<file path="config.mk">
export PLATFORM = sky130hd
export DESIGN_NAME = spec_rat
export DESIGN_NICKNAME = d
export VERILOG_FILES = /design/src/source/rename_types_pkg.sv /design/src/source/spec_rat.sv
export VERILOG_INCLUDE_DIRS = /design/src /design/src/source
export SDC_FILE = /design/constraint.sdc
export NUM_CORES = 1
export LEC_CHECK = 0
export BUFFER_PORTS_ARGS = -buffer_cell sky130_fd_sc_hd__buf_2
export CORE_MARGIN = 2
export CORE_UTILIZATION = 54
export CTS_BUF_LIST = sky130_fd_sc_hd__clkbuf_16
export CTS_CLUSTER_SIZE = 25
export DETAILED_ROUTE_END_ITERATION = 6
export PLACE_DENSITY = 0.71
export SLEW_MARGIN = 20
export SYNTH_ARGS = -nofsm -noshare
export SYNTH_HDL_FRONTEND = slang
export SYNTH_SLANG_ARGS = --single-unit
</file>
<file path="constraint.sdc">
create_clock -name clk -period 2.25 [get_ports clk]
set_input_delay 0.225 -clock clk [delete_from_list [all_inputs] [get_ports clk]]
set_output_delay 0.225 -clock clk [all_outputs]
set_load 0.02 [all_outputs]
</file>
<file path="src/source/rename_settings.svh">
`ifndef RENAME_SETTINGS_SVH
`define RENAME_SETTINGS_SVH

// architectural register count, register zero included
`define ARF_DEPTH 32

// reorder buffer slots, pointers wrap at this depth
`define ROB_DEPTH 64

// highest occupancy at which new groups are still taken
// leaves room for one more two-wide group plus pipeline slack
`define ROB_STALL_LEVEL 60

// register and immediate data width
`define DATA_WIDTH 32

`endif
</file>
<file path="src/source/rename_types_pkg.sv">
`include "rename_settings.svh"

package rename_types_pkg;

    // architectural register id
    typedef logic [$clog2(`ARF_DEPTH)-1:0] arf_id_t;

    // reorder buffer slot id
    typedef logic [$clog2(`ROB_DEPTH)-1:0] rob_id_t;

    // occupancy needs one extra bit to reach the full depth
    typedef logic [$clog2(`ROB_DEPTH):0] rob_cnt_t;

    typedef logic [`DATA_WIDTH-1:0] reg_data_t;

    // alias table entry
    // check flips on every rename so that a live mapping never equals
    // the committed mapping of the same register
    typedef struct packed {
        logic    check;
        rob_id_t robid;
    } rat_entry_t;

endpackage

</file>
<file path="src/source/spec_rat.sv">
`timescale 1ns/1ns
`include "rename_settings.svh"

module spec_rat (
    input  logic                                 clk,
    input  logic                                 rst_n_i,
    input  logic                                 flush_i,
    input  rename_types_pkg::arf_id_t [3:0]      raddr_i,
    output rename_types_pkg::rat_entry_t [3:0]   rdata_o,
    input  rename_types_pkg::arf_id_t [1:0]      waddr_i,
    input  logic [1:0]                           we_i,
    input  rename_types_pkg::rat_entry_t [1:0]   wdata_i
);

    localparam int RD_PORTS = 4;
    localparam int WR_PORTS = 2;

    rename_types_pkg::rat_entry_t rat_q [`ARF_DEPTH];

    // slot 1 is written last so it wins a shared destination
    always_ff @(posedge clk or negedge rst_n_i) begin
        if (!rst_n_i) begin
            for (int e = 0; e < `ARF_DEPTH; e++) begin
                rat_q[e] <= '0;
            end
        end else if (flush_i) begin
            for (int e = 0; e < `ARF_DEPTH; e++) begin
                rat_q[e] <= '0;
            end
        end else begin
            for (int w = 0; w < WR_PORTS; w++) begin
                if (we_i[w]) begin
                    rat_q[waddr_i[w]] <= wdata_i[w];
                end
            end
        end
    end

    always_comb begin
        for (int r = 0; r < RD_PORTS; r++) begin
            rdata_o[r] = rat_q[raddr_i[r]];
        end
    end

endmodule

</file>
### Word-level counts from Yosys, hierarchy flattened

Index checks and enable logic that the tools add are counted.

* bits in read-only memories: 0
* memories: 0
* RAM bits: 0
* input port bits: 49
* latch bits: 0
* register bits: 224

* shifts and indexed selects: 0
* multiply operators: 0
* bitwise operators: 6
* reduce and logical (&&, ||, !) cells: 2
* muxes and demuxes: 22
* $add $sub $neg: 0
* $lt $le $gt $ge: 8
* equality and inequality tests: 0
* divide/modulo/power cells: 0

Operators with widths (count)
* 2-to-1 mux 224 bit: 4
* bitwise mux 224 bit: 2
* binary-select mux 7 bit (select 5 bit): 4
* demux 7 bit (select 5 bit): 2
* 2-to-1 mux 7 bit: 10
* greater-or-equal comparator 6 bit, second input constant: 6
* inverter 5 -> 6 bit: 6
* less-than comparator 6 x 1 -> 1 bit, second input constant: 2
* logical AND 1 bit: 2

### Depth between registers and ports, before layout

* depth in word-level cells: 11
* gate-level depth with buffers: 6
* depth with buffers taken out: 3

### Least setup slack after synthesis

OpenSTA, ideal clock, no wires.

* path kind: in2out
* start: input port raddr_i[7] in the netlist's numbering
* end: output port rdata_o[10] in the netlist's numbering
* stages on the path: 5
* path buffers: 2
* slack: 0.122 ns
* data required time: 2.025 ns
* data arrival time: 1.903 ns
* cells stage by stage: buf_2 > clkbuf_1 > mux4_2 > mux4_2 > mux2_2

RTL lines
* start, declared: line spec_rat.sv:8 `input rename_types_pkg::arf_id_t [3:0] raddr_i,`
* end, declared: line spec_rat.sv:9 `output rename_types_pkg::rat_entry_t [3:0] rdata_o,`

==> results.md <==
- Placed Area: 0.0208 mm2
- Clock share of power: 0.401
- Top cells by area, synth: mux4_2, dfrtp_1, a311oi_1
- Starting Density: 0.547
- Max Clk Rate: 353 MHz
- Post-placement worst setup slack: -140 ps
- Routed wire length: 84300 um
- Worst path required time: 2030 ps
- Library cells used by synthesis: 23
- Overall global routing resource usage: 0.446
- Leading area contributor after synthesis: mux4_2
- Pint: 7270 uW
- Top-level port count: 77
- Reg power frac: 0.399
- Largest register FFs: 224
- Hold depth: 2
- Combinational share of power: 0.200
- Psw: 3380 uW
- Slew margin rel.: 0.337
- Crit path arrival time: 2600 ps
- FFs w/ async S/R, synth: 1.00
- Final nets: 1802
- Die ar.: 0.0374 mm2
- Fill cells: 2799
- Total Power: 10600 uW
- Post-synth top area share: 0.326
- Number of synthesized flops with an enable pin: 0
- Sw Share: 0.317
- Area growth syn-to-layout: 13.4%
- Power Density: 485 mW/mm2
- Leakage: 0.00740 uW
- PortBufs: 76
- CP cell instances: mux4_2 -> mux4_2 -> mux2_4 -> buf_6
- Global-route wire length before repair: 126000 um
- GPL Wtd Cong: 1.02
- Vias: 19.8k
- Antenna-violating nets left: 0
- Final std cell area, no fill: 0.0219 mm2
- Clock-pin slew reported for the worst setup and hold paths after clock tree synthesis: 60 ps
- Syn Nets: 1848
- Final hold violation count: 0
- Worst-path fanout max: 5
- Max_cap viols: 0
- DRT iter0 DRCs: 4186
- R2R cell count: 3
- HP Class: in -> reg
- Synth Warn #: 0
- Core footprint: 0.0354 mm2
- DR WL/cell: 37.7 um
- Top_reg_cell synth: dfrtp_1
- DP Cell Count: 2183
- Remaining DRCs: 41
- Setup Skew: 0 ps
- Crit end category: output port
- Critical Path Stages: 4
- Grt ovf: 0
- Crit path top cell by count: mux4_2
- Pre-Repair DR Iteration Count: 7
- Clock Sink Count: 224
- FF+latch count, synth: 224
- Die span in x: 193 um
- Vias in the first global route: 19.2k
- Final Critical Period: 2830 ps
- Avg Inst Size Synth: 10.8 um2
- CTS tree: built
- Clock Tree Root: clkbuf_16
- TritonCTS Buffers: 27
- Synthesized area: 0.0193 mm2
- CP top delay family: multiplexers
- Via/cell ratio: 8.84
- Violations in the final reports: design-rule violations, negative setup slack
- Worst-Skew Late Latency: 570 ps
- VDD IR max: 0.593 mV
- Post-Syn Instances: 1799
- Initial antenna violation count: 2
- DPL Wire Length: 52800 um
- Post-route setup slack: -579 ps
- Die Y: 193 um
- Setup crit start kind: flip-flop
- Largest Register: rat_q
- Crit share post-route: 1.26
- Most frequent cell after synthesis: mux4_2
- Worst Path Buf+Inv: 1
- Layout cells sized above 1: 0.357
- Clk buf depth: 3
- Slew @ Worst Pin: 995 ps
- Status: finished with violations
- Finished Layout Cells: 2236
- Most frequent cells after synthesis: mux4_2, clkbuf_1, nand3_1
- Critical-path top delay cell: mux4_2
- Post-synthesis sequential area ratio: 0.290
- RSZ-0062 raised after global routing: yes
- H-tree lvl count: 1
- Largest net degree at the start of global routing: 65
- Largest regs: rat_q (224)
- Final setup fails: 28
- Row count: 69
- Max incr delay on CP: 600 ps
- Final max-slew violation count: 0
- WS Path Type: reg -> out
==> power groups by stage <==
stage                     sequential [uW]  clock, uW  combinational [uW]
after floorplan                      4230          0                1170
after global placement               4290          0                1970
after detailed placement             4290          0                2000
after CTS                            4230       4240                2040
after global routing                 4240       4400                2170
final                                4250       4270                2130
==> through the flow <==
step | utilization | hold WS (ps) | TNS [ps]
floorplan | - | -70.6 | 0
global placement | 0.587 | 221 | -2710
detailed placement | 0.587 | 233 | -3020
CTS | 0.619 | 148 | -12990
global route | 0.620 | 187 | -14220
finish | 0.620 | 170 | -14430
==> layout by cell type (no fill, tap or decap), types with 4 or more instances in the layout <==
cell       synthesis  layout
nand3_1          228     226
o21ai_0          143     143
buf_4              0     109
nor3_1           224     224
dfrtp_1          224     187
or2_0             12      12
or2_1              6       6
or2_2             14      14
a311oi_1         224     224
or3b_1             8       6
dfrtp_2            0      37
inv_1              0       5
buf_2             17      42
mux4_2           280     280
o21ai_1           81      81
buf_6             20      29
nand3b_1          10      10
clkinv_2           0       4
clkbuf_16          0      27
buf_12             0      46
mux2_4             0      28
clkinv_1           0       8
==> logic make-up after synthesis <==
kind of cell    Yosys count  share of synthesized area
compound gates          448                      0.159
simple gates            516                      0.141
buf+inv                 303                     0.0676
mux                     308                      0.342
flops                   224                      0.290
==> routing by layer <==
layer	GRT usage	vias to the layer above	wire, um
li1	-	7339	-
met1	0.574	9648	26700
met2	0.614	2242	34800
met3	0.192	527	15800
met4	0.293	2	7070
met5	0.0140	-	70
==> cell type report <==
class	instances	area [um2]	share of cell area
clock inverter	21	145	0.00662
tap	461	577	0.0263
clock buffer	27	676	0.0308
antenna	3	7.51	0.000342
sequential	224	5650	0.258
timing repair buffer	228	2300	0.105
multi-input combinational	1272	12600	0.573
==> worst paths after layout <==
kind | slack [ps] | to | from
setup / recovery | -580 | rdata_o[6] | rat_q[6]
hold / removal | 170 | rat_q[24] | flush_i
setup reg to reg | 1110 | rat_q[9] | rat_q[9]
hold reg to reg | 630 | rat_q[33] | rat_q[33]
max in group asynchronous | 1300 | rat_q[58] | rst_n_i
min in group asynchronous | 200 | rat_q[162] | rst_n_i
==> repair_timing <==
item | CTS | global route
endpoints found under the hold margin | 58 | 0
cloned | 0 | 0
hold buffers | 1 | 0
resized for setup | 113 | 8
buffers inserted | 0 | 1
endpoints found under the setup margin | 28 | 28
==> worst register-to-register path, stage by stage, from the launching register on <==
cell and delay, ps:
dfrtp_2 500, buf_4 150, o21ai_0 80, a311oi_1 310
Note: power is estimated with default switching activity, not from simulation.
