## config.mk

```make
export PLATFORM = sky130hd
export DESIGN_NAME = commit_rat
export DESIGN_NICKNAME = d
export VERILOG_FILES = /design/src/source/rename_types_pkg.sv /design/src/source/commit_rat.sv
export VERILOG_INCLUDE_DIRS = /design/src /design/src/source
export SDC_FILE = /design/constraint.sdc
export NUM_CORES = 1
export LEC_CHECK = 0
export BUFFER_PORTS_ARGS = -buffer_cell sky130_fd_sc_hd__buf_4
export CAP_MARGIN = 20
export CORE_UTILIZATION = 38
export DETAILED_ROUTE_END_ITERATION = 6
export GPL_TIMING_DRIVEN = 1
export PLACE_DENSITY = 0.59
export SLEW_MARGIN = 20
export SYNTH_ARGS = -nofsm -noshare
export SYNTH_HDL_FRONTEND = slang
export SYNTH_SLANG_ARGS = --single-unit
```

## constraint.sdc

```tcl
create_clock -name clk -period 2.6 [get_ports clk]
set_input_delay 0.52 -clock clk [delete_from_list [all_inputs] [get_ports clk]]
set_output_delay 0.52 -clock clk [all_outputs]
set_load 0.01 [all_outputs]
```

## src/source/rename_settings.svh

```systemverilog
`ifndef RENAME_SETTINGS_SVH
`define RENAME_SETTINGS_SVH

// architectural register count, register zero included
`define ARF_DEPTH 32

// reorder buffer slots, pointers wrap at this depth
`define ROB_DEPTH 64

// highest occupancy at which new groups are still taken
// leaves room for one more two-wide group plus pipeline slack
`define ROB_STALL_LEVEL 60

// register and immediate data width
`define DATA_WIDTH 32

`endif
```

## src/source/rename_types_pkg.sv

```systemverilog
`include "rename_settings.svh"

package rename_types_pkg;

    // architectural register id
    typedef logic [$clog2(`ARF_DEPTH)-1:0] arf_id_t;

    // reorder buffer slot id
    typedef logic [$clog2(`ROB_DEPTH)-1:0] rob_id_t;

    // occupancy needs one extra bit to reach the full depth
    typedef logic [$clog2(`ROB_DEPTH):0] rob_cnt_t;

    typedef logic [`DATA_WIDTH-1:0] reg_data_t;

    // alias table entry
    // check flips on every rename so that a live mapping never equals
    // the committed mapping of the same register
    typedef struct packed {
        logic    check;
        rob_id_t robid;
    } rat_entry_t;

endpackage

```

## src/source/commit_rat.sv

```systemverilog
`timescale 1ns/1ns
`include "rename_settings.svh"

module commit_rat (
    input  logic                                 clk,
    input  logic                                 rst_n_i,
    input  logic                                 flush_i,
    input  rename_types_pkg::arf_id_t [5:0]      raddr_i,
    output rename_types_pkg::rat_entry_t [5:0]   rdata_o,
    input  rename_types_pkg::arf_id_t [1:0]      waddr_i,
    input  logic [1:0]                           we_i,
    input  rename_types_pkg::rat_entry_t [1:0]   wdata_i
);

    // ports 0..3 serve sources, 4 and 5 serve destinations
    localparam int RD_PORTS = 6;
    localparam int WR_PORTS = 2;

    rename_types_pkg::rat_entry_t rat_q [`ARF_DEPTH];

    always_ff @(posedge clk or negedge rst_n_i) begin
        if (!rst_n_i) begin
            for (int e = 0; e < `ARF_DEPTH; e++) begin
                rat_q[e] <= '0;
            end
        end else if (flush_i) begin
            for (int e = 0; e < `ARF_DEPTH; e++) begin
                rat_q[e] <= '0;
            end
        end else begin
            for (int w = 0; w < WR_PORTS; w++) begin
                if (we_i[w]) begin
                    rat_q[waddr_i[w]] <= wdata_i[w];
                end
            end
        end
    end

    // same-cycle retire is visible to readers, later slot on top
    always_comb begin
        for (int r = 0; r < RD_PORTS; r++) begin
            rdata_o[r] = rat_q[raddr_i[r]];
            for (int w = 0; w < WR_PORTS; w++) begin
                if (we_i[w] && (waddr_i[w] == raddr_i[r])) begin
                    rdata_o[r] = wdata_i[w];
                end
            end
        end
    end

endmodule

```

* Yosys cells after proc, flatten, opt, wreduce, memory -nomap -nowiden
Cells that the tools add are included.
Operators by class: $lt $le $gt $ge 10, eq/ne operators 12, mux-type cells 40, bitwise gates (word level) 8, reductions and logical operators 14
Operators by type and width (number):
- $mux 224 | 4
- $bwmux 224 | 2
- $bmux 7 s5 | 6
- $mux 7 | 26
- $demux 7 s5 | 2
- $eq 5x5->1 | 12
- $ge 6x6->1 const B | 8
- $not 5->6 | 8
- $logic_and 1x1->1 | 14
- $lt 6x1->1 const B | 2
Word-level totals: bits in registers 224, input bits 59, word-level logic and storage cells 148

* Logic depth before layout (Yosys ltp)
Gate-level depths: netlist (run 1).
depth in word-level cells 11, depth in mapped cells 10, gate-level depth less buffers 6

* Worst setup path before layout (run 1)
No wires, ideal clock.
path type input to output, start point input raddr_i[25] in the netlist's numbering, end point output rdata_o[38] in the netlist's numbering, arrival 2.336 ns, setup slack -0.256 ns, stages 6, path buffers 2, cell sequence buf_2 buf_2 mux4_2 mux4_2 a21oi_1 o21ai_0
RTL lines:
- start: declaration | line commit_rat.sv:8 | input rename_types_pkg::arf_id_t [5:0] raddr_i,
- end: declaration | line commit_rat.sv:9 | output rename_types_pkg::rat_entry_t [5:0] rdata_o,

==> metrics.md, run 1 <==
| Metric | Value |
|---|---|
| Tcrit/Tclk final | `135.2%` |
| First drt pass iteration count | `7` |
| Reg2reg path depth | `4` |
| Commonest register cell after synthesis | `sky130_fd_sc_hd__dfrtp_1` |
| Die H | `roughly 250 µm` |
| Root buf cell | `sky130_fd_sc_hd__clkbuf_16` |
| Failing checks | `DRC, setup timing` |
| Number of fill cells | `5401` |
| Synthesized area | `23560 µm²` |
| Peak fanout along the critical path | `4` |
| Count of port buffers added during placement | `100` |
| Via count of the first global-routing pass | `between 20000 and 25000` |
| Register name with the most flops | `rat_q` |
| Routed Wire Length | `149400 µm` |
| Total via count in the routed design | `26210` |
| Post-route setup slack | `-0.9141 ns` |
| Worst Setup Path Type | `register to output port` |
| I/O pin cnt | `101` |
| Synthesized netlist net count | `around 2300` |
| Result of the run | `complete, but fails checks` |
| Finish-stage setup viols | `42` |
| Sinks on Clock Net | `approximately 220` |
| Detailed-placement wirelength estimate | `115100 µm` |
| Gpl congestion | `1.091` |
| Critical Path Source Type | `register` |
| Data arrival, critical path | `around 3 ns` |
| Final-report max-slew violation count | `0` |
| WP data required | `2.08 ns` |
| Number of cells in the finished layout apart from fillers | `3677` |
| Crit path capture type | `output port` |
| Initial antenna violation count | `3` |
| Wire length per cell after detailed routing | `40.63 µm` |
| Post-synth cell types | `51` |
| Maximum cell stage delay along the critical path | `0.58 ns` |
| Power Total | `~12 mW` |
| Largest register FFs | `224` |
| Setup slack on the worst flop-to-flop path | `1.31 ns` |
| Number of DRC violations after detailed-routing iteration 0 | `3951` |
| Post-route antenna net violation count | `0` |
| Post-Place Setup Slack | `-0.8899 ns` |
| IR Drop Worst-Case VDD | `437.4 µV` |
| Proportion of synthesized flip-flops having asynchronous set or reset | `100.0%` |
| Initial cell density of the core | `38.74%` |
| Final design area excluding fillers | `32930 µm²` |
| Fraction of layout cells with a size suffix above 1 | `between 50% and 60%` |
| Unrepaired setup endpoints after global routing | `true` |
| Hold violation total from the final report | `0` |
| Tightest Hold Check Type | `input pin to register` |
| R2r startpoint | `rat_q[141]` |
| # DRC | `1` |
| Leading cell type in the layout, fill and taps excluded | `sky130_fd_sc_hd__buf_4` |
| Reg-to-Reg End | `rat_q[141]` |
| X dimension of the die | `251.0 µm` |
| Placement row count | `90` |
| Max Clock Freq | `approximately 280 MHz` |
| Routed vias/inst | `7.127` |
| Slew Limit Headroom | `43.61%` |
| Leftover overflow at the end of global routing | `0` |
| Hold-critical path endpoint | `rat_q[80]` |
| Post-placement cell count | `3582` |
| Power density over the cells | `349.7 nW/µm²` |
| Layout-stage area growth over the synthesis result | `39.78%` |
| Static power due to leakage | `13.08 nW` |
| Number of synthesized flops with an enable pin | `0` |
| Worst hold margin | `0.3283 ns` |
| Net count, final | `~2900` |
| Min Tclk post-route | `~3.5 ns` |
| Final clock skew | `0 ns` |
| Global-route wire length before repair | `about 200000 µm` |
| Part of the Yosys area used for sequential elements | `a little under a quarter` |
| Pin slew with the least headroom to its limit | `0.8382 ns` |
| Cells after synthesis | `around 2300` |
| Placement-stage cell area | `30250 µm²` |
| Hold Path Depth | `3` |
| Ys Warns | `0` |
| Max-cap viol count | `0` |
| Series of cell instances along the critical path | `buf_6 -> mux4_2 -> mux4_2 -> nor2_4 -> a2111oi_2 -> a221o_1 -> buf_6` |
| Total global routing track utilization | `47.05%` |
| Buffer depth of the longest clock path | `3` |
| Largest registers | `rat_q: 224 flops` |
| Core footprint | `60810 µm²` |
| Average cell area after synthesis | `just over 10 µm²` |
| Clock-pin slew of the registers on the worst-case setup and hold paths | `roughly 0.070 ns` |
| Maximum number of pins on one net before global-route repair | `75` |
| Total Die Area | `62990 µm²` |
| Worst Hold Launch | `wdata_i[3]` |
| CTS tree | `built` |
| Register bit count reported by yosys | `224` |
| TritonCTS Buffers | `29` |
| Slowest-stage cell, CP | `sky130_fd_sc_hd__mux4_2` |
| Total number of H-tree levels | `1` |
| Highest-count cells in the layout ignoring fill and taps | `sky130_fd_sc_hd__buf_4, sky130_fd_sc_hd__mux4_2, sky130_fd_sc_hd__nor2_1` |
| Clock Latency Late Sink | `0.62 ns` |
## routing by layer
metal  track usage [%]  vias to the layer above  part of all wire [%]
met5                 0                        -                0.0087
met4             24.44                        2                   6.2
met3             21.60                      368                    16
met2             62.05                     2262                    39
met1             63.75                    13320                    38
li1                  -                    10260                     -
## logic make-up (layout without fill, tap and decap cells)
group	after synthesis	in the layout	synth area share, %
compound gates	442	442	14.29
xor+xnor	60	60	2.231
buf+inv	298	923	5.444
flops	224	224	23.79
mux	528	528	40.24
other cells	0	1	0
simple gates	717	717	14.00
## per-stage QoR
stage | utilization [%] | TNS, ns
2_1_floorplan | - | -0.4304
3_3_place_gp | 49.75 | -28.50
3_5_place_dp | 49.75 | -29.93
4_1_cts | 53.40 | -28.71
5_1_grt | 54.15 | -29.81
6_report | 54.15 | -29.74
## cell usage after synthesis (12+ instances only)
cell type | instances | area, µm²
sky130_fd_sc_hd__a2111oi_0 | 23 | 201.4
sky130_fd_sc_hd__a211oi_1 | 173 | 1299
sky130_fd_sc_hd__a21oi_1 | 30 | 150.1
sky130_fd_sc_hd__a221o_1 | 30 | 300.3
sky130_fd_sc_hd__a22oi_1 | 15 | 112.6
sky130_fd_sc_hd__a311oi_1 | 89 | 779.5
sky130_fd_sc_hd__and3_1 | 12 | 75.07
sky130_fd_sc_hd__buf_1 | 27 | 101.4
sky130_fd_sc_hd__buf_2 | 74 | 370.4
sky130_fd_sc_hd__buf_4 | 13 | 97.59
sky130_fd_sc_hd__clkbuf_1 | 163 | 611.8
sky130_fd_sc_hd__dfrtp_1 | 224 | 5605
sky130_fd_sc_hd__inv_1 | 16 | 60.06
sky130_fd_sc_hd__mux2i_1 | 190 | 1902
sky130_fd_sc_hd__mux4_2 | 335 | 7545
sky130_fd_sc_hd__nand2_1 | 153 | 574.3
sky130_fd_sc_hd__nand2b_1 | 15 | 93.84
sky130_fd_sc_hd__nand3_1 | 109 | 545.5
sky130_fd_sc_hd__nand3b_1 | 18 | 135.1
sky130_fd_sc_hd__nor2_1 | 289 | 1085
sky130_fd_sc_hd__nor2_2 | 15 | 93.84
sky130_fd_sc_hd__nor2b_1 | 33 | 206.5
sky130_fd_sc_hd__nor3_1 | 15 | 75.07
sky130_fd_sc_hd__nor3b_1 | 12 | 90.09
sky130_fd_sc_hd__nor4_1 | 25 | 156.4
sky130_fd_sc_hd__o21ai_0 | 21 | 105.1
sky130_fd_sc_hd__o22ai_1 | 41 | 256.5
sky130_fd_sc_hd__xnor2_1 | 12 | 105.1
sky130_fd_sc_hd__xor2_1 | 48 | 420.4
## worst max-delay path by stage
| stage | endpoint | cells past startpoint | from | slack [ns] |
|---|---|---|---|---|
| global placement | rdata_o[30] | 9 | raddr_i[20] | -0.91 |
| floorplan | rdata_o[10] | 7 | raddr_i[5] | -0.08 |
| global route | rdata_o[7] | 7 | rat_q[140] | -0.89 |
| finish | rdata_o[7] | 7 | rat_q[140] | -0.91 |
| CTS | rdata_o[30] | 8 | rat_q[149] | -0.86 |
| detailed placement | rdata_o[30] | 9 | raddr_i[20] | -0.89 |
## where the power goes
group          total (mW)  internal [mW]  switching, mW
Clock                4.26           2.35           1.91
Combinational        3.56           1.53           2.04
Sequential           3.69           3.56          0.137
Total                11.5           7.43           4.08
## cell type report
class                           count  area (µm²)  area share, %
Multi-Input combinational cell   1747       17560          53.31
Timing Repair Buffer              853        7636          23.19
Sequential cell                   224        5725          17.39
Tap cell                          782       978.4          2.971
Clock buffer                       42       884.6          2.686
Clock inverter                     10       78.83         0.2394
Inverter                           18       67.56         0.2052
Antenna cell                        1       2.502       0.007599
## timing repair
| action | 4_1_cts | 5_1_grt |
|---|---|---|
| hold buffers | 1 | 0 |
| endpoints found under the setup margin | 42 | 42 |
| buffers inserted | 41 | 15 |
| pin swaps | 68 | 45 |
| resized for setup | 298 | 91 |
| hold endpoints to repair | 41 | 0 |
| gates cloned | 1 | 0 |
## critical path: cells and delay by family, from the launching register on
kind                   cells  cell delay [ns]
AO/OA/AOI/OAI              2             0.38
buffers and inverters      2             0.28
flip-flops                 1             0.47
multiplexers               2             1.04
AND/OR/NAND/NOR            1             0.19
(Power assumes the default switching activity.)
==> run 2, diff against run 1 <==
--- a/config.mk
+++ b/config.mk
@@ -12,6 +12,7 @@
 export DETAILED_ROUTE_END_ITERATION = 6
 export GPL_TIMING_DRIVEN = 1
 export PLACE_DENSITY = 0.59
+export RECOVER_POWER = 50
 export SLEW_MARGIN = 20
 export SYNTH_ARGS = -nofsm -noshare
 export SYNTH_HDL_FRONTEND = slang
==> metrics.md, run 2 (same netlist as run 1, synthesis figures left out) <==
| Metric | Value |
|---|---|
| Result of the run | `complete, but fails checks` |
| Root buf cell | `sky130_fd_sc_hd__clkbuf_16` |
| Failing checks | `setup timing` |
| Buffer depth of the longest clock path | `3 (unchanged)` |
| Layout-stage area growth over the synthesis result | `39.63%` |
| Routed Wire Length | `149500 µm (about the same)` |
| Min Tclk post-route | `3.500 ns (-0.01378 ns)` |
| Count of port buffers added during placement | `100 (unchanged)` |
| Hold-critical path endpoint | `rat_q[80]` |
| Reg-to-Reg End | `rat_q[141]` |
| Maximum number of pins on one net before global-route repair | `75 (unchanged)` |
| Number of fill cells | `5405 (+0.074%)` |
| Wire length per cell after detailed routing | `40.66 µm (about the same)` |
| Final clock skew | `0 ns (unchanged)` |
| Post-route antenna net violation count | `0 (unchanged)` |
| Via count of the first global-routing pass | `25000 (unchanged)` |
| First drt pass iteration count | `5 (-2)` |
| Peak fanout along the critical path | `4 (unchanged)` |
| Static power due to leakage | `13.07 nW (about the same)` |
| X dimension of the die | `251.0 µm (unchanged)` |
| Core footprint | `60810 µm² (unchanged)` |
| Crit path capture type | `output port` |
| Series of cell instances along the critical path | `buf_6 -> mux4_2 -> mux4_2 -> nor2_4 -> a2111oi_2 -> a221o_1 -> buf_6` |
| Post-placement cell count | `3582 (unchanged)` |
| Critical path buffers and inverters | `2 (unchanged)` |
| Clock Latency Late Sink | `0.62 ns (about the same)` |
| Pin slew with the least headroom to its limit | `1.279 ns (+0.4403 ns)` |
| Initial cell density of the core | `38.74% (unchanged)` |
| TritonCTS Buffers | `29 (unchanged)` |
| Placement row count | `90 (unchanged)` |
| Leading cell type in the layout, fill and taps excluded | `sky130_fd_sc_hd__buf_4` |
| Maximum cell stage delay along the critical path | `0.59 ns (about the same)` |
| Total via count in the routed design | `26350 (+0.54%)` |
| Routed vias/inst | `7.166 (+0.54%)` |
| Worst Setup Path Type | `register to output port` |
| Global-route wire length before repair | `204500 µm (unchanged)` |
| CTS tree | `built` |
| R2r startpoint | `rat_q[141]` |
| Finish-stage setup viols | `42 (unchanged)` |
| Final-report max-slew violation count | `0 (unchanged)` |
| Tightest Hold Check Type | `input pin to register` |
| Largest delay share family, worst path | `multiplexers` |
| Sinks on Clock Net | `224 (unchanged)` |
| Hold violation total from the final report | `0 (unchanged)` |
| Max Clock Freq | `285.7 MHz (+0.39%)` |
| Detailed-placement wirelength estimate | `115100 µm (unchanged)` |
| Setup slack on the worst flop-to-flop path | `1.30 ns (about the same)` |
| Clock-pin slew of the registers on the worst-case setup and hold paths | `0.07 ns (about the same)` |
| Slew Limit Headroom | `14.77% (-29 points)` |
| Max-cap viol count | `0 (unchanged)` |
| Final total negative setup slack | `-29.69 ns (+0.04640 ns)` |
| Leftover overflow at the end of global routing | `0 (unchanged)` |
| WP data required | `2.08 ns (about the same)` |
| Reg2reg path depth | `4 (unchanged)` |
| Register name with the most flops | `rat_q` |
| Slowest-stage cell, CP | `sky130_fd_sc_hd__mux4_2` |
| Total Die Area | `62990 µm² (unchanged)` |
| Largest registers | `rat_q: 224 flops` |
| Data arrival, critical path | `2.98 ns (about the same)` |
| Total number of H-tree levels | `1 (unchanged)` |
| I/O pin cnt | `101 (unchanged)` |
| Fraction of layout cells with a size suffix above 1 | `51.97% (unchanged)` |
| Total global routing track utilization | `47.05% (unchanged)` |
| Number of DRC violations after detailed-routing iteration 0 | `4112 (+4.1%)` |
| Gpl congestion | `1.091 (unchanged)` |
| Power density over the cells | `350.1 nW/µm² (about the same)` |
| Initial antenna violation count | `3 (unchanged)` |
| Hold Path Depth | `3 (unchanged)` |
| IR Drop Worst-Case VDD | `435.1 µV (-0.53%)` |
| Tcrit/Tclk final | `134.6% (-0.53 points)` |
| Die H | `251.0 µm (unchanged)` |
| # DRC | `0 (-1)` |
| Largest register FFs | `224 (unchanged)` |
| Highest-count cells in the layout ignoring fill and taps | `sky130_fd_sc_hd__buf_4, sky130_fd_sc_hd__mux4_2, sky130_fd_sc_hd__nor2_1` |
| Number of cells in the finished layout apart from fillers | `3677 (unchanged)` |
| Unrepaired setup endpoints after global routing | `true` |
| Worst Hold Launch | `wdata_i[3]` |
| Net count, final | `2932 (unchanged)` |
| Post-route setup slack | `-0.9003 ns (+0.01378 ns)` |
| Critical Path Source Type | `register` |
-- run 2: cell count changes in the layout (fill, tap and decap cells not counted) --
cell                       delta
sky130_fd_sc_hd__buf_12       -2
sky130_fd_sc_hd__buf_4        -1
sky130_fd_sc_hd__buf_6        +1
sky130_fd_sc_hd__buf_8        -1
sky130_fd_sc_hd__clkbuf_2     +3
-- run 2: worst max path at each step --
stage / from / endpoint / slack (ns) / depth (start not counted)
final: rat_q[140] / rdata_o[7] / -0.90 / 7
after global routing: rat_q[140] / rdata_o[7] / -0.89 / 7
after CTS: rat_q[149] / rdata_o[30] / -0.86 / 8
after detailed placement: raddr_i[20] / rdata_o[30] / -0.89 / 9
after global placement: raddr_i[20] / rdata_o[30] / -0.91 / 9
after floorplan: raddr_i[5] / rdata_o[10] / -0.08 / 7
-- run 2: power breakdown --
group          internal [mW]  total, mW  switching, mW
logic                   1.52       3.55           2.04
clock network           2.35       4.27           1.91
registers               3.56       3.69          0.137
-- run 2: final cells by class --
cell class | count | area (µm²) | area share [%]
Antenna cell | 1 | 2.502 | 0.007608
Clock buffer | 42 | 884.6 | 2.689
Clock inverter | 10 | 78.83 | 0.2396
Inverter | 18 | 67.56 | 0.2054
Multi-Input combinational cell | 1747 | 17560 | 53.37
Sequential cell | 224 | 5725 | 17.41
Tap cell | 782 | 978.4 | 2.975
Timing Repair Buffer | 853 | 7600 | 23.10
-- run 2: tightest hold or removal path: cells and delay by family --
family,cells,cell delay (ns)
buf+inv,1,0.18
compound gates,1,0.08
mux,1,0.15
-- run 2: per-stage QoR --
| stage | utilization [%] | power, mW | setup WS (ns) | area [µm²] | hold slack (ns) |
|---|---|---|---|---|---|
| 2_1_floorplan | - | 5.212 | -0.07923 | 23820 | 0.2244 |
| 3_3_place_gp | 49.75 | 6.930 | -0.9093 | 30250 | 0.4493 |
| 5_1_grt | 54.09 | 11.69 | -0.8877 | 32890 | 0.3304 |
| 4_1_cts | 53.40 | 11.33 | -0.8637 | 32470 | 0.3079 |
| 3_5_place_dp | 49.75 | 6.944 | -0.8899 | 30250 | 0.4515 |
| 6_report | 54.09 | 11.51 | -0.9003 | 32890 | 0.3335 |
-- run 2: repair_timing --
item / 4_1_cts / 5_1_grt
resized for setup: 298 / 91
pin swaps: 68 / 45
cloned: 1 / 0
hold endpoints to repair: 41 / 0
buffers inserted: 41 / 15
setup endpoints to repair: 42 / 42
hold buffers: 1 / 0
-- run 2: metal layers --
metal | global-route usage (%) | part of all wire (%) | vias to the layer above
li1 | - | - | 10250
met1 | 63.75 | 38 | 13480
met2 | 62.05 | 39 | 2257
met3 | 21.60 | 16 | 358
met4 | 24.44 | 6.1 | 2
met5 | 0 | 0.0087 | -
