==> config.mk <==
export PLATFORM = sky130hd
export DESIGN_NAME = rob_alloc
export DESIGN_NICKNAME = d
export VERILOG_FILES = /design/src/source/rename_types_pkg.sv /design/src/source/rob_alloc.sv
export VERILOG_INCLUDE_DIRS = /design/src /design/src/source
export SDC_FILE = /design/constraint.sdc
export NUM_CORES = 1
export LEC_CHECK = 0
export ABC_AREA = 1
export BUFFER_PORTS_ARGS = -buffer_cell sky130_fd_sc_hd__buf_2
export CAP_MARGIN = 40
export CORE_ASPECT_RATIO = 1.5
export CORE_MARGIN = 5
export CORE_UTILIZATION = 59
export CTS_CLUSTER_DIAMETER = 150
export CTS_CLUSTER_SIZE = 14
export DETAILED_ROUTE_END_ITERATION = 16
export GPL_ROUTABILITY_DRIVEN = 0
export PLACE_DENSITY = 0.83
export RECOVER_POWER = 25
export SLEW_MARGIN = 20
export SYNTH_ARGS = -nofsm -noshare
export SYNTH_HDL_FRONTEND = slang
export SYNTH_SLANG_ARGS = --single-unit
==> constraint.sdc <==
create_clock -name clk -period 5.4 [get_ports clk]
set_clock_uncertainty 0.2 [all_clocks]
set_input_delay 0.54 -clock clk [delete_from_list [all_inputs] [get_ports clk]]
set_output_delay 0.54 -clock clk [all_outputs]
set_load 0.005 [all_outputs]
==> src/source/rename_settings.svh <==
`ifndef RENAME_SETTINGS_SVH
`define RENAME_SETTINGS_SVH

// architectural register count, register zero included
`define ARF_DEPTH 32

// reorder buffer slots, pointers wrap at this depth
`define ROB_DEPTH 64

// highest occupancy at which new groups are still taken
// leaves room for one more two-wide group plus pipeline slack
`define ROB_STALL_LEVEL 60

// register and immediate data width
`define DATA_WIDTH 32

`endif
==> src/source/rename_types_pkg.sv <==
`include "rename_settings.svh"

package rename_types_pkg;

    // architectural register id
    typedef logic [$clog2(`ARF_DEPTH)-1:0] arf_id_t;

    // reorder buffer slot id
    typedef logic [$clog2(`ROB_DEPTH)-1:0] rob_id_t;

    // occupancy needs one extra bit to reach the full depth
    typedef logic [$clog2(`ROB_DEPTH):0] rob_cnt_t;

    typedef logic [`DATA_WIDTH-1:0] reg_data_t;

    // alias table entry
    // check flips on every rename so that a live mapping never equals
    // the committed mapping of the same register
    typedef struct packed {
        logic    check;
        rob_id_t robid;
    } rat_entry_t;

endpackage

==> src/source/rob_alloc.sv <==
`timescale 1ns/1ns
`include "rename_settings.svh"

module rob_alloc (
    input  logic                               clk,
    input  logic                               rst_n_i,
    input  logic                               flush_i,
    input  logic [1:0]                         issue_i,
    input  logic [1:0]                         retire_i,
    output rename_types_pkg::rob_id_t [1:0]    slot_rob_o,
    output logic                               room_o
);

    rename_types_pkg::rob_cnt_t cnt_q;
    rename_types_pkg::rob_cnt_t cnt_d;
    rename_types_pkg::rob_id_t  ptr_a_q;
    rename_types_pkg::rob_id_t  ptr_b_q;
    rename_types_pkg::rob_id_t  step;
    logic                       room_q;

    always_comb begin
        step  = rename_types_pkg::rob_id_t'(issue_i[0])
              + rename_types_pkg::rob_id_t'(issue_i[1]);
        cnt_d = cnt_q
              + rename_types_pkg::rob_cnt_t'(issue_i[0])
              + rename_types_pkg::rob_cnt_t'(issue_i[1])
              - rename_types_pkg::rob_cnt_t'(retire_i[0])
              - rename_types_pkg::rob_cnt_t'(retire_i[1]);
    end

    // room looks at the current count, so it trails the count by a cycle
    always_ff @(posedge clk or negedge rst_n_i) begin
        if (!rst_n_i) begin
            cnt_q   <= '0;
            ptr_a_q <= '0;
            ptr_b_q <= rename_types_pkg::rob_id_t'(1);
            room_q  <= 1'b1;
        end else if (flush_i) begin
            cnt_q   <= '0;
            ptr_a_q <= '0;
            ptr_b_q <= rename_types_pkg::rob_id_t'(1);
            room_q  <= 1'b1;
        end else begin
            cnt_q   <= cnt_d;
            ptr_a_q <= ptr_a_q + step;
            ptr_b_q <= ptr_b_q + step;
            room_q  <= (cnt_q <= `ROB_STALL_LEVEL);
        end
    end

    assign slot_rob_o[0] = ptr_a_q;
    assign slot_rob_o[1] = ptr_b_q;
    assign room_o        = room_q;

endmodule

# --- Word level (Yosys, flattened, before mapping) ---
# Cells that the tools add are included.
word_totals:
  regBits: 20
  output_inout_bits: 13
classes:
  addsub: 7
  n_lt_le_gt_ge: 1
  n_mux: 4
op_table:
  columns: ["cell", "n"]
  rows:
  - ["adder 7 x 1 -> 7 bit", 2]
  - ["subtractor 7 x 1 -> 7 bit", 2]
  - ["adder 6 x 2 -> 6 bit", 2]
  - ["2-to-1 mux 6 bit", 2]
  - ["less-or-equal comparator 7 x 6 -> 1 bit, second input constant", 1]
  - ["2-to-1 mux 7 bit", 1]
  - ["adder 1 x 1 -> 2 bit", 1]
  - ["2-to-1 mux 1 bit", 1]

# --- Logic depth before layout (Yosys ltp) ---
# Gate-level depths: netlist (run 1).
logic_depth:
  depth_word: 5
  depth_mapped: 13

# --- Least setup slack after synthesis (run 1) ---
# Ideal clock, no wire load.
synth_timing:
  kind: "input to register"
  from: "in retire_i[0]"
  to: "reg cnt_q[5]"
  setup_time_ns: 0.117
  t_arrival_ns: 2.239
  path_slack_ns: 2.844
  cell_stages: 13
  path_buffers: 0
  path_cell_list: "inv_1 fa_1 inv_1 fa_1 inv_1 ha_1 fa_1 nand2_1 nand2_1 a21oi_1 nand2_1 nand2_1 nor2_1"
synth_between:
  elab_chain_cells: 3
synth_lines:
  columns: ["item", "line_no", "rtl"]
  rows:
  - ["from (decl)", "rob_alloc.sv:9", "input logic [1:0] retire_i,"]
  - ["subtractor 7 x 1 -> 7 bit", "rob_alloc.sv:27", "- rename_types_pkg::rob_cnt_t'(retire_i[0])"]
  - ["subtractor 7 x 1 -> 7 bit", "rob_alloc.sv:28", "- rename_types_pkg::rob_cnt_t'(retire_i[1]);"]
  - ["2-to-1 mux 7 bit", "rob_alloc.sv:38", "end else if (flush_i) begin"]
  - ["to (signal assigned)", "rob_alloc.sv:44", "cnt_q <= cnt_d;"]
  - ["to (decl)", "rob_alloc.sv:14", "rename_types_pkg::rob_cnt_t cnt_q;"]
# Every way passes these cells.

# --- Final worst setup path (run 1) ---
layout_timing:
  from: "in issue_i[1]"
  to: "reg cnt_q[5]"
layout_between:
  elab_chain_cells: 4
layout_lines:
  columns: ["item", "line_no", "rtl"]
  rows:
  - ["from (decl)", "rob_alloc.sv:8", "input logic [1:0] issue_i,"]
  - ["adder 7 x 1 -> 7 bit", "rob_alloc.sv:26", "+ rename_types_pkg::rob_cnt_t'(issue_i[1])"]
  - ["subtractor 7 x 1 -> 7 bit", "rob_alloc.sv:27", null]
  - ["subtractor 7 x 1 -> 7 bit", "rob_alloc.sv:28", null]
  - ["2-to-1 mux 7 bit", "rob_alloc.sv:38", null]
# Every way passes these cells.

==> impl_metrics.py, run 1 <==
metrics = {
    "clock_network": {
        "ctsHoldBuffers": 1,
        "numCtsBuffers": 3,
        "ctsLongestPathBuffers": 2,
        "clock_latency_ns": 0.30,
        "ctsRootBufferMaster": "clkbuf_4",
        "htreeDepth": 1,
        "cts_tree": "built",
        "clk_pin_slew_ns": 0.12,
        "cts_setup_buffers": 0,
        "numClockSinks": 20,
        "cts_resized": 0,
    },
    "synth": {
        "ys_types": 20,
        "yosysSeqAreaShare_pct": 40.4,
        "synth.top_cells.by_area": "dfrtp_1, ha_1, inv_1, fa_1, nand2_1",
        "synth_area_sq_um": 1250,
        "synth_top_area_cell": "dfrtp_1",
        "synth-edff-count": 0,
        "ys.flop_type": "dfrtp_1",
        "netlist.area_leader.share_pct": 36.1,
        "synth_warnings": 0,
        "syn-num-nets": 170,
        "yosysMostFrequentCell": "inv_1",
        "synth_async_sr_flop_share_pct": 100,
        "syn_inst": 143,
        "ys_ff_latch": 20,
        "synth_common_cells": "inv_1, nand2_1, dfrtp_1, nor2_1, ha_1",
        "avgSynthCellArea_sq_um": 8.71,
    },
    "detailed_routing": {
        "drc_errors": 0,
        "via_per_inst": 5.06,
        "met1_length_microns": 852,
        "wirelength_microns": 2220,
        "ant_nets": 0,
        "wire_per_inst_microns": 11.9,
        "wl_met2_microns": 1310,
        "initialDrtViolationCount": 21,
        "vias": 947,
        "top_layer_used": "met4",
        "route.met3.wl_microns": 44,
        "drtPass1Iterations": 4,
    },
    "worst_setup_path": {
        "worstReg2RegStart": "cnt_q[1]$_DFF_PN0_",
        "crit_path_start_kind": "input pin",
        "ff2ff_path_depth": 11,
        "r2r-end": "cnt_q[5]$_DFF_PN0_",
        "arrival_ns": 2.48,
        "crit_type": "in -> reg",
        "startpoint": "issue_i[1]",
        "crit_fanout": 3,
        "cp_slowest_cell": "fa_1",
        "crit_required_ns": 5.41,
        "worst_path_most_repeated_cell": "nand2_1",
        "crit_chain": "buf_2, fa_1, inv_1, fa_1, inv_1, ha_1, fa_1, nand2_1, nand2_1, a21oi_1, nand2_1, nand2_1, nor2_1",
        "crit_path_max_incr_delay_ns": 0.46,
        "r2r_slack_ns": 3.29,
        "critPathCaptureType": "flop",
    },
    "floorplan": {
        "die_height_microns": 66.3,
        "die-area_sq_um": 3150,
        "io_pins": 20,
        "die_width_microns": 47.5,
        "start_util_pct": 61.5,
        "num_rows": 20,
        "core-area_sq_um": 2030,
    },
    "global_route": {
        "grt_overflow": 0,
        "grt_max_degree": 21,
        "globalRouteTotalUtil_pct": 17.5,
        "grt_pass1_wl_microns": 4010,
        "grt_pass1_vias": 999,
        "antenna_found_initial": 0,
    },
    "sta": {
        "finalCritPeriodShare_pct": 45.9,
        "setup_viol": 0,
        "hold_viol_final": 0,
        "finalSetupTns_ns": 0,
        "fin_crit_ns": 2.48,
        "max_freq_ghz": 0.403,
        "worst_pin_slew_ns": 1.07,
        "slew_headroom_pct": 28.7,
        "maxSlewViolCount": 0,
        "rsz0062_at_grt": "false",
    },
    "placement": {
        "placedCellCount": 182,
        "post-dp-hpwl_microns": 1770,
        "io_buffers": 19,
    },
    "cells_and_area": {
        "n_fill_cell": 163,
        "multi_input_area_sq_um": 592,
        "antenna_cells": 0,
        "nets": 193,
        "drive_above_1_share_pct": 17.6,
        "final_cells": 187,
        "area_growth_syn_to_layout_pct": 12.7,
        "seq_area_sq_um": 503,
    },
    "power_and_ir_drop": {
        "peakVddDrop_v": 0.000261,
        "power.density_nw_per_um2": 420,
        "p_leak_nw": 0.797,
    },
    "hold_path": {
        "hp-start": "ptr_a_q[4]$_DFF_PN0_",
        "min_path_cells": 1,
        "min_to": "ptr_a_q[4]$_DFF_PN0_",
        "min_path_type": "reg -> reg",
    },
    "outcome": {
        "outcome": "finished clean",
    },
    "run": {
        "drv_cap": 0,
    },
}
## final cells by class
cell class | instances | area share [%]
Sequential cell | 20 | 35.8
Clock inverter | 1 | 2.14
Multi-Input combinational cell | 89 | 42.2
Clock buffer | 3 | 1.60
Inverter | 32 | 8.91
Timing Repair Buffer | 20 | 7.40
Tap cell | 22 | 1.96
## how the worst max path moves through the flow
stage,slack [ns],cells after the start,end
final,2.92,13,cnt_q[5]$_DFF_PN0_
after global routing,2.81,13,cnt_q[5]$_DFF_PN0_
after CTS,2.92,13,cnt_q[5]$_DFF_PN0_
after detailed placement,2.63,13,cnt_q[5]$_DFF_PN0_
after global placement,2.69,13,cnt_q[5]$_DFF_PN0_
after floorplan,2.84,13,cnt_q[5]$_DFF_PN0_
## power by group
group	switching [mW]	internal [mW]
clock	0.0466	0.0750
combinational	0.152	0.106
sequential	0.0268	0.184
total	0.225	0.364
## registers in the layout (all words and copies together) (netlist names)
register	count
ptr_b_q	6
ptr_a_q	6
cnt_q	7
room_o	1
## worst max-delay path, delay by kind of cell
family / cells / cell delay [ns]
adder cells (fa/ha/maj): 4 / 1.25
AO/OA/AOI/OAI: 1 / 0.16
AND/OR/NAND/NOR: 5 / 0.31
buffers and inverters: 3 / 0.24
## logic make-up after synthesis
group | synth area share, %
adder cells (fa/ha/maj) | 23.1
AND/OR/NAND/NOR | 16.9
AO/OA/AOI/OAI | 7.53
buffers and inverters | 12.1
flip-flops | 40.4
## layer usage
metal	up-vias	GRT usage, %
met1	451	19.5
met2	10	32.7
met5	-	0
met3	2	1.63
li1	484	-
met4	0	5.19
## per-stage QoR
step	total power, mW	instance area [sq um]	hold WS, ns	setup WS [ns]	utilization, %
3_5_place_dp	0.468	1340	0.276	2.63	66.2
2_1_floorplan	0.408	1250	0.0444	2.84	-
4_1_cts	0.599	1410	0.293	2.92	69.3
6_report	0.589	1400	0.293	2.92	69.3
5_1_grt	0.655	1400	0.315	2.81	69.3
3_3_place_gp	0.451	1340	0.273	2.69	66.2
## placed cells by master, fill, tap and decap left out
| cell | netlist | final |
|---|---|---|
| clkbuf_4 | 0 | 3 |
| nand2_1 | 24 | 24 |
| a21oi_1 | 9 | 9 |
| dfstp_2 | 2 | 2 |
| nor2_1 | 18 | 18 |
| and2_1 | 1 | 1 |
| clkbuf_1 | 0 | 1 |
| a21oi_2 | 1 | 1 |
| nor2_2 | 1 | 1 |
| dfrtp_1 | 18 | 18 |
| buf_2 | 0 | 18 |
| inv_2 | 1 | 1 |
| inv_1 | 30 | 30 |
| ha_1 | 15 | 15 |
| dlygate4sd3_1 | 0 | 1 |
| nand3_1 | 3 | 3 |
| o21ai_1 | 4 | 4 |
| fa_1 | 5 | 5 |
| o21ai_0 | 4 | 4 |
| or2_2 | 1 | 1 |
| nand4_1 | 3 | 3 |
| inv_6 | 1 | 1 |
| bufinv_16 | 0 | 1 |
No activity file was read; power rests on OpenSTA's default activity.
==> run 2, diff against run 1 <==
--- a/config.mk
+++ b/config.mk
@@ -11,12 +11,12 @@
 export CAP_MARGIN = 40
 export CORE_ASPECT_RATIO = 1.5
 export CORE_MARGIN = 5
-export CORE_UTILIZATION = 59
+export CORE_UTILIZATION = 55
 export CTS_CLUSTER_DIAMETER = 150
 export CTS_CLUSTER_SIZE = 14
 export DETAILED_ROUTE_END_ITERATION = 16
 export GPL_ROUTABILITY_DRIVEN = 0
-export PLACE_DENSITY = 0.83
+export PLACE_DENSITY = 0.78
 export RECOVER_POWER = 25
 export SLEW_MARGIN = 20
 export SYNTH_ARGS = -nofsm -noshare
==> constraint.sdc (replaced) <==
create_clock -name clk -period 2.4 [get_ports clk]
set_clock_uncertainty 0.2 [all_clocks]
set_input_delay 0.24 -clock clk [delete_from_list [all_inputs] [get_ports clk]]
set_output_delay 0.24 -clock clk [all_outputs]
set_load 0.005 [all_outputs]
==> impl_metrics.py, run 2 (synthesis gave the netlist of run 1 again) <==
metrics = {
    "cells_and_area": {
        "area_growth_syn_to_layout_pct": 13.4,
        "n_fill_cell": 196,
        "top_register": "cnt_q",
        "largest_reg_flops": 7,
        "drive_above_1_share_pct": 18.1,
        "antenna_cells": 0,
        "final_common_cell": "inv_1",
        "nets": 194,
        "largestRegisters": "cnt_q x7, ptr_a_q x6, ptr_b_q x6",
        "final_area_sq_um": 1410,
        "most-common-layout-cells": "inv_1, nand2_1, nor2_1, dfrtp_1, buf_2",
    },
    "clock_network": {
        "numClockSinks": 20,
        "cts_setup_buffers": 0,
        "clock_latency_ns": 0.31,
        "ctsRootBufferMaster": "clkbuf_4",
        "htreeDepth": 1,
        "cts_tree": "built",
        "numCtsBuffers": 3,
        "clk_pin_slew_ns": 0.12,
        "ctsHoldBuffers": 1,
        "cts_resized": 0,
        "ctsLongestPathBuffers": 2,
    },
    "hold_path": {
        "min_path_cells": 2,
        "min_path_type": "in -> reg",
        "hp-start": "flush_i",
        "min_to": "cnt_q[1]$_DFF_PN0_",
    },
    "placement": {
        "placed_area_sq_um": 1350,
        "io_buffers": 19,
        "post-dp-hpwl_microns": 1810,
    },
    "worst_setup_path": {
        "crit_path_start_kind": "input pin",
        "crit_chain": "buf_2, fa_1, inv_1, fa_1, inv_1, ha_1, fa_1, nand2_1, nand2_1, a21oi_1, nand2_1, nand2_1, nor2_1",
        "crit_path_max_incr_delay_ns": 0.46,
        "arrival_ns": 2.15,
        "r2r-end": "cnt_q[5]$_DFF_PN0_",
        "r2r_slack_ns": 0.36,
        "worstReg2RegStart": "cnt_q[1]$_DFF_PN0_",
        "critPathCaptureType": "flop",
        "crit_type": "in -> reg",
        "cp_slowest_cell": "fa_1",
        "critPathBufInv": 3,
        "crit_family": "adder cells",
        "crit_required_ns": 2.43,
        "ff2ff_path_depth": 11,
        "crit_fanout": 2,
        "worst_path_most_repeated_cell": "nand2_1",
    },
    "power_and_ir_drop": {
        "peakVddDrop_v": 0.000558,
        "combPwrFrac_pct": 43.8,
        "p_leak_nw": 0.802,
        "switching_share_pct": 38.2,
        "cell_internal_pwr_uw": 830,
        "switching_power_uw": 514,
        "pwr-share-clk_pct": 21.0,
        "finalPower_mw": 1.34,
        "power.density_nw_per_um2": 951,
        "pwr-share-seq_pct": 35.2,
    },
    "sta": {
        "setup_viol": 0,
        "rsz0062_at_grt": "false",
        "hold_viol_final": 0,
        "finalSetupTns_ns": 0,
        "finalCritPeriodShare_pct": 88.3,
        "maxSlewViolCount": 0,
        "worst_pin_slew_ns": 1.08,
        "fin_crit_ns": 2.12,
        "slew_headroom_pct": 28.2,
        "max_freq_ghz": 0.472,
    },
    "global_route": {
        "grt_pass1_vias": 989,
        "antenna_found_initial": 0,
        "grt_pass1_wl_microns": 3980,
        "globalRouteTotalUtil_pct": 15.4,
        "grt_overflow": 0,
        "grt_max_degree": 21,
    },
    "detailed_routing": {
        "wirelength_microns": 2250,
        "vias": 967,
        "wire_per_inst_microns": 11.9,
        "ant_nets": 0,
        "drtPass1Iterations": 4,
        "via_per_inst": 5.12,
        "initialDrtViolationCount": 24,
        "drc_errors": 0,
    },
    "floorplan": {
        "num_rows": 21,
        "core-area_sq_um": 2210,
        "start_util_pct": 56.5,
        "die-area_sq_um": 3340,
        "io_pins": 20,
        "die_width_microns": 48.9,
        "die_height_microns": 68.3,
    },
    "outcome": {
        "outcome": "finished clean",
    },
    "run": {
        "drv_cap": 0,
    },
}
[run 2: metal layers]
| layer | track usage (%) | vias to the layer above | share of wire (%) | routed length [microns] |
|---|---|---|---|---|
| li1 | - | 485 | - | - |
| met1 | 15.0 | 459 | 39 | 873 |
| met2 | 29.2 | 18 | 56 | 1250 |
| met3 | 3.27 | 5 | 3.5 | 79 |
| met4 | 10.1 | 0 | 2.0 | 46 |
| met5 | 0 | - | 0 | 0 |
[run 2: how the worst max path moves through the flow]
stage / startpoint / depth (start not counted) / end
2_1_floorplan: retire_i[0] / 13 / cnt_q[5]$_DFF_PN0_
3_3_place_gp: issue_i[1] / 13 / cnt_q[5]$_DFF_PN0_
3_5_place_dp: issue_i[1] / 13 / cnt_q[5]$_DFF_PN0_
4_1_cts: issue_i[1] / 13 / cnt_q[5]$_DFF_PN0_
5_1_grt: issue_i[1] / 13 / cnt_q[5]$_DFF_PN0_
6_report: issue_i[1] / 13 / cnt_q[5]$_DFF_PN0_
[run 2: stage by stage]
stage	worst slack, ns	hold slack (ns)	instances	util [%]
after CTS	0.271	0.0211	189	64.1
after global routing	0.182	0.0178	189	64.0
after floorplan	0.144	-0.256	143	-
final	0.280	0.0350	189	64.0
after global placement	0.00942	0.0194	184	61.2
after detailed placement	-0.0787	0.0180	184	61.2
[run 2: power by group through the flow]
| stage | Sequential [mW] | Clock [mW] | Combinational, mW |
|---|---|---|---|
| after global placement | 0.477 | 0 | 0.555 |
| after CTS | 0.475 | 0.289 | 0.599 |
| after detailed placement | 0.482 | 0 | 0.595 |
| after global routing | 0.485 | 0.309 | 0.696 |
| after floorplan | 0.470 | 0 | 0.449 |
| final | 0.473 | 0.282 | 0.588 |
[run 2: layout make-up]
| type | instances | area, sq um | area share [%] |
|---|---|---|---|
| multi-input cells | 89 | 592 | 41.9 |
| flip-flops and latches | 20 | 503 | 35.6 |
| inverters | 32 | 125 | 8.86 |
| repair buffers | 21 | 111 | 7.88 |
| clock inverters | 1 | 30.0 | 2.13 |
| well taps | 23 | 28.8 | 2.04 |
| clock buffers | 3 | 22.5 | 1.59 |
==> run 3, diff against run 2 <==
--- a/config.mk
+++ b/config.mk
@@ -11,12 +11,12 @@
 export CAP_MARGIN = 40
 export CORE_ASPECT_RATIO = 1.5
 export CORE_MARGIN = 5
-export CORE_UTILIZATION = 55
+export CORE_UTILIZATION = 53
 export CTS_CLUSTER_DIAMETER = 150
 export CTS_CLUSTER_SIZE = 14
 export DETAILED_ROUTE_END_ITERATION = 16
 export GPL_ROUTABILITY_DRIVEN = 0
-export PLACE_DENSITY = 0.78
+export PLACE_DENSITY = 0.75
 export RECOVER_POWER = 25
 export SLEW_MARGIN = 20
 export SYNTH_ARGS = -nofsm -noshare
==> impl_metrics.py, run 3 (synthesis gave the netlist of run 1 again) <==
metrics = {
    "outcome": {
        "outcome": "finished clean",
    },
    "worst_setup_path": {
        "crit_path_max_incr_delay_ns": 0.46,
        "critPathCaptureType": "flop",
        "crit_path_start_kind": "input pin",
        "cp_slowest_cell": "fa_1",
        "crit_chain": "buf_2, fa_1, inv_1, fa_1, inv_1, ha_1, fa_1, nand2_1, nand2_1, a21oi_1, nand2_1, nand2_1, nor2_1",
        "arrival_ns": 2.11,
        "crit_required_ns": 2.41,
        "worst_path_most_repeated_cell": "nand2_1",
        "crit_type": "in -> reg",
        "crit_fanout": 2,
    },
    "clock_network": {
        "clk_pin_slew_ns": 0.11,
        "cts_tree": "built",
        "clock_latency_ns": 0.30,
        "ctsRootBufferMaster": "clkbuf_4",
        "htreeDepth": 1,
        "numClockSinks": 20,
        "ctsLongestPathBuffers": 2,
        "numCtsBuffers": 3,
        "cts_resized": 0,
    },
    "detailed_routing": {
        "vias": 965,
        "via_per_inst": 5.08,
        "drc_errors": 0,
        "drtPass1Iterations": 4,
        "initialDrtViolationCount": 11,
        "wire_per_inst_microns": 11.7,
        "ant_nets": 0,
        "wirelength_microns": 2220,
    },
    "global_route": {
        "grt-busiest-layer": "met2",
        "grt_pass1_vias": 955,
        "grt_max_degree": 21,
        "use_met2_pct": 25.5,
        "grtUsageMet3_pct": 2.80,
        "met1_usage_pct": 16.5,
        "globalRouteTotalUtil_pct": 14.3,
        "grt_pass1_wl_microns": 4000,
        "grt_overflow": 0,
        "antenna_found_initial": 0,
    },
    "power_and_ir_drop": {
        "power.density_nw_per_um2": 877,
        "p_leak_nw": 0.794,
        "peakVddDrop_v": 0.000493,
    },
    "sta": {
        "rsz0062_at_grt": "false",
        "slew_headroom_pct": 29.0,
        "worst_pin_slew_ns": 1.06,
        "hold_viol_final": 0,
        "finalCritPeriodShare_pct": 87.7,
        "setup_viol": 0,
        "maxSlewViolCount": 0,
        "max_freq_ghz": 0.475,
        "fin_crit_ns": 2.10,
        "fin_ws_ns": 0.296,
    },
    "cells_and_area": {
        "largestRegisters": "cnt_q x7, ptr_a_q x6, ptr_b_q x6",
        "n_fill_cell": 199,
        "drive_above_1_share_pct": 18.0,
        "antenna_cells": 0,
        "top_register": "cnt_q",
        "most-common-layout-cells": "inv_1, nand2_1, nor2_1, dfrtp_1, buf_2",
        "final_common_cell": "inv_1",
        "final_area_sq_um": 1390,
        "nets": 195,
        "largest_reg_flops": 7,
        "area_growth_syn_to_layout_pct": 11.8,
    },
    "floorplan": {
        "start_util_pct": 55.8,
        "die_width_microns": 49.6,
        "io_pins": 20,
        "core-area_sq_um": 2230,
        "num_rows": 21,
        "die_height_microns": 69.4,
        "die-area_sq_um": 3440,
    },
    "placement": {
        "io_buffers": 19,
        "placed_area_sq_um": 1360,
        "pre_cts_slack_ns": -0.0542,
        "post-dp-hpwl_microns": 1860,
    },
    "hold_path": {
        "min_path_type": "in -> reg",
    },
    "run": {
        "drv_cap": 0,
    },
}
## run 3: cell types whose count changed in the layout (fill, tap and decap cells not counted)
cell       delta
bufinv_16     -1
buf_4         +1
clkbuf_1      +1
## run 3: cell type report
| class | instances | area [sq um] | area share, % |
|---|---|---|---|
| sequential | 20 | 503 | 36.1 |
| tap | 23 | 28.8 | 2.06 |
| multi-input combinational | 89 | 592 | 42.5 |
| timing repair buffer | 22 | 119 | 8.53 |
| clock buffer | 4 | 26.3 | 1.89 |
| inverter | 32 | 125 | 8.98 |
## run 3: stage by stage
| stage | utilization (%) | instances | hold WS [ns] | setup TNS, ns | power, mW |
|---|---|---|---|---|---|
| finish | 62.4 | 190 | 0.0418 | 0 | 1.22 |
| global route | 62.4 | 190 | 0.0457 | 0 | 1.36 |
| CTS | 62.5 | 190 | 0.0477 | 0 | 1.24 |
| detailed placement | 60.8 | 185 | 0.00958 | -0.0542 | 1.08 |
| global placement | 60.8 | 185 | 0.0155 | 0 | 1.03 |
| floorplan | - | 143 | -0.256 | 0 | 0.919 |
## run 3: path summary, 6_finish.rpt
path	slack, ns	cells past startpoint	end	startpoint
min in group asynchronous	0.43	2	cnt_q[6]$_DFF_PN0_	rst_n_i
max in group asynchronous	0.92	2	ptr_b_q[1]$_DFF_PN0_	rst_n_i
worst max register to register	0.37	11	cnt_q[5]$_DFF_PN0_	cnt_q[1]$_DFF_PN0_
worst max-delay path	0.30	13	cnt_q[5]$_DFF_PN0_	issue_i[1]
worst min register to register	0.30	1	ptr_a_q[4]$_DFF_PN0_	ptr_a_q[4]$_DFF_PN0_
worst min-delay path	0.04	2	cnt_q[0]$_DFF_PN0_	flush_i
## run 3: routing by layer
layer,wire length (microns),vias to the layer above
li1,-,485
met1,850,465
met2,1280,11
met3,50,4
met4,33,0
met5,0,-
## run 3: what timing repair did
action / CTS / global route
hold endpoints to repair: 18 / 0
buffers inserted: 0 / 0
hold buffers: 1 / 0
## run 3: where the power goes
| group | switching (mW) | total (mW) | internal (mW) |
|---|---|---|---|
| combinational | 0.338 | 0.584 | 0.246 |
| sequential | 0.0616 | 0.475 | 0.413 |
| clock | 0.0991 | 0.164 | 0.0648 |
| total | 0.499 | 1.22 | 0.724 |
## run 3: worst max-delay path: cells and delay by family
family | cells | cell delay, ns
and+or+nand+nor | 5 | 0.28
buffers and inverters | 3 | 0.24
AOI/OAI and AO/OA | 1 | 0.15
adders and majority gates | 4 | 1.21
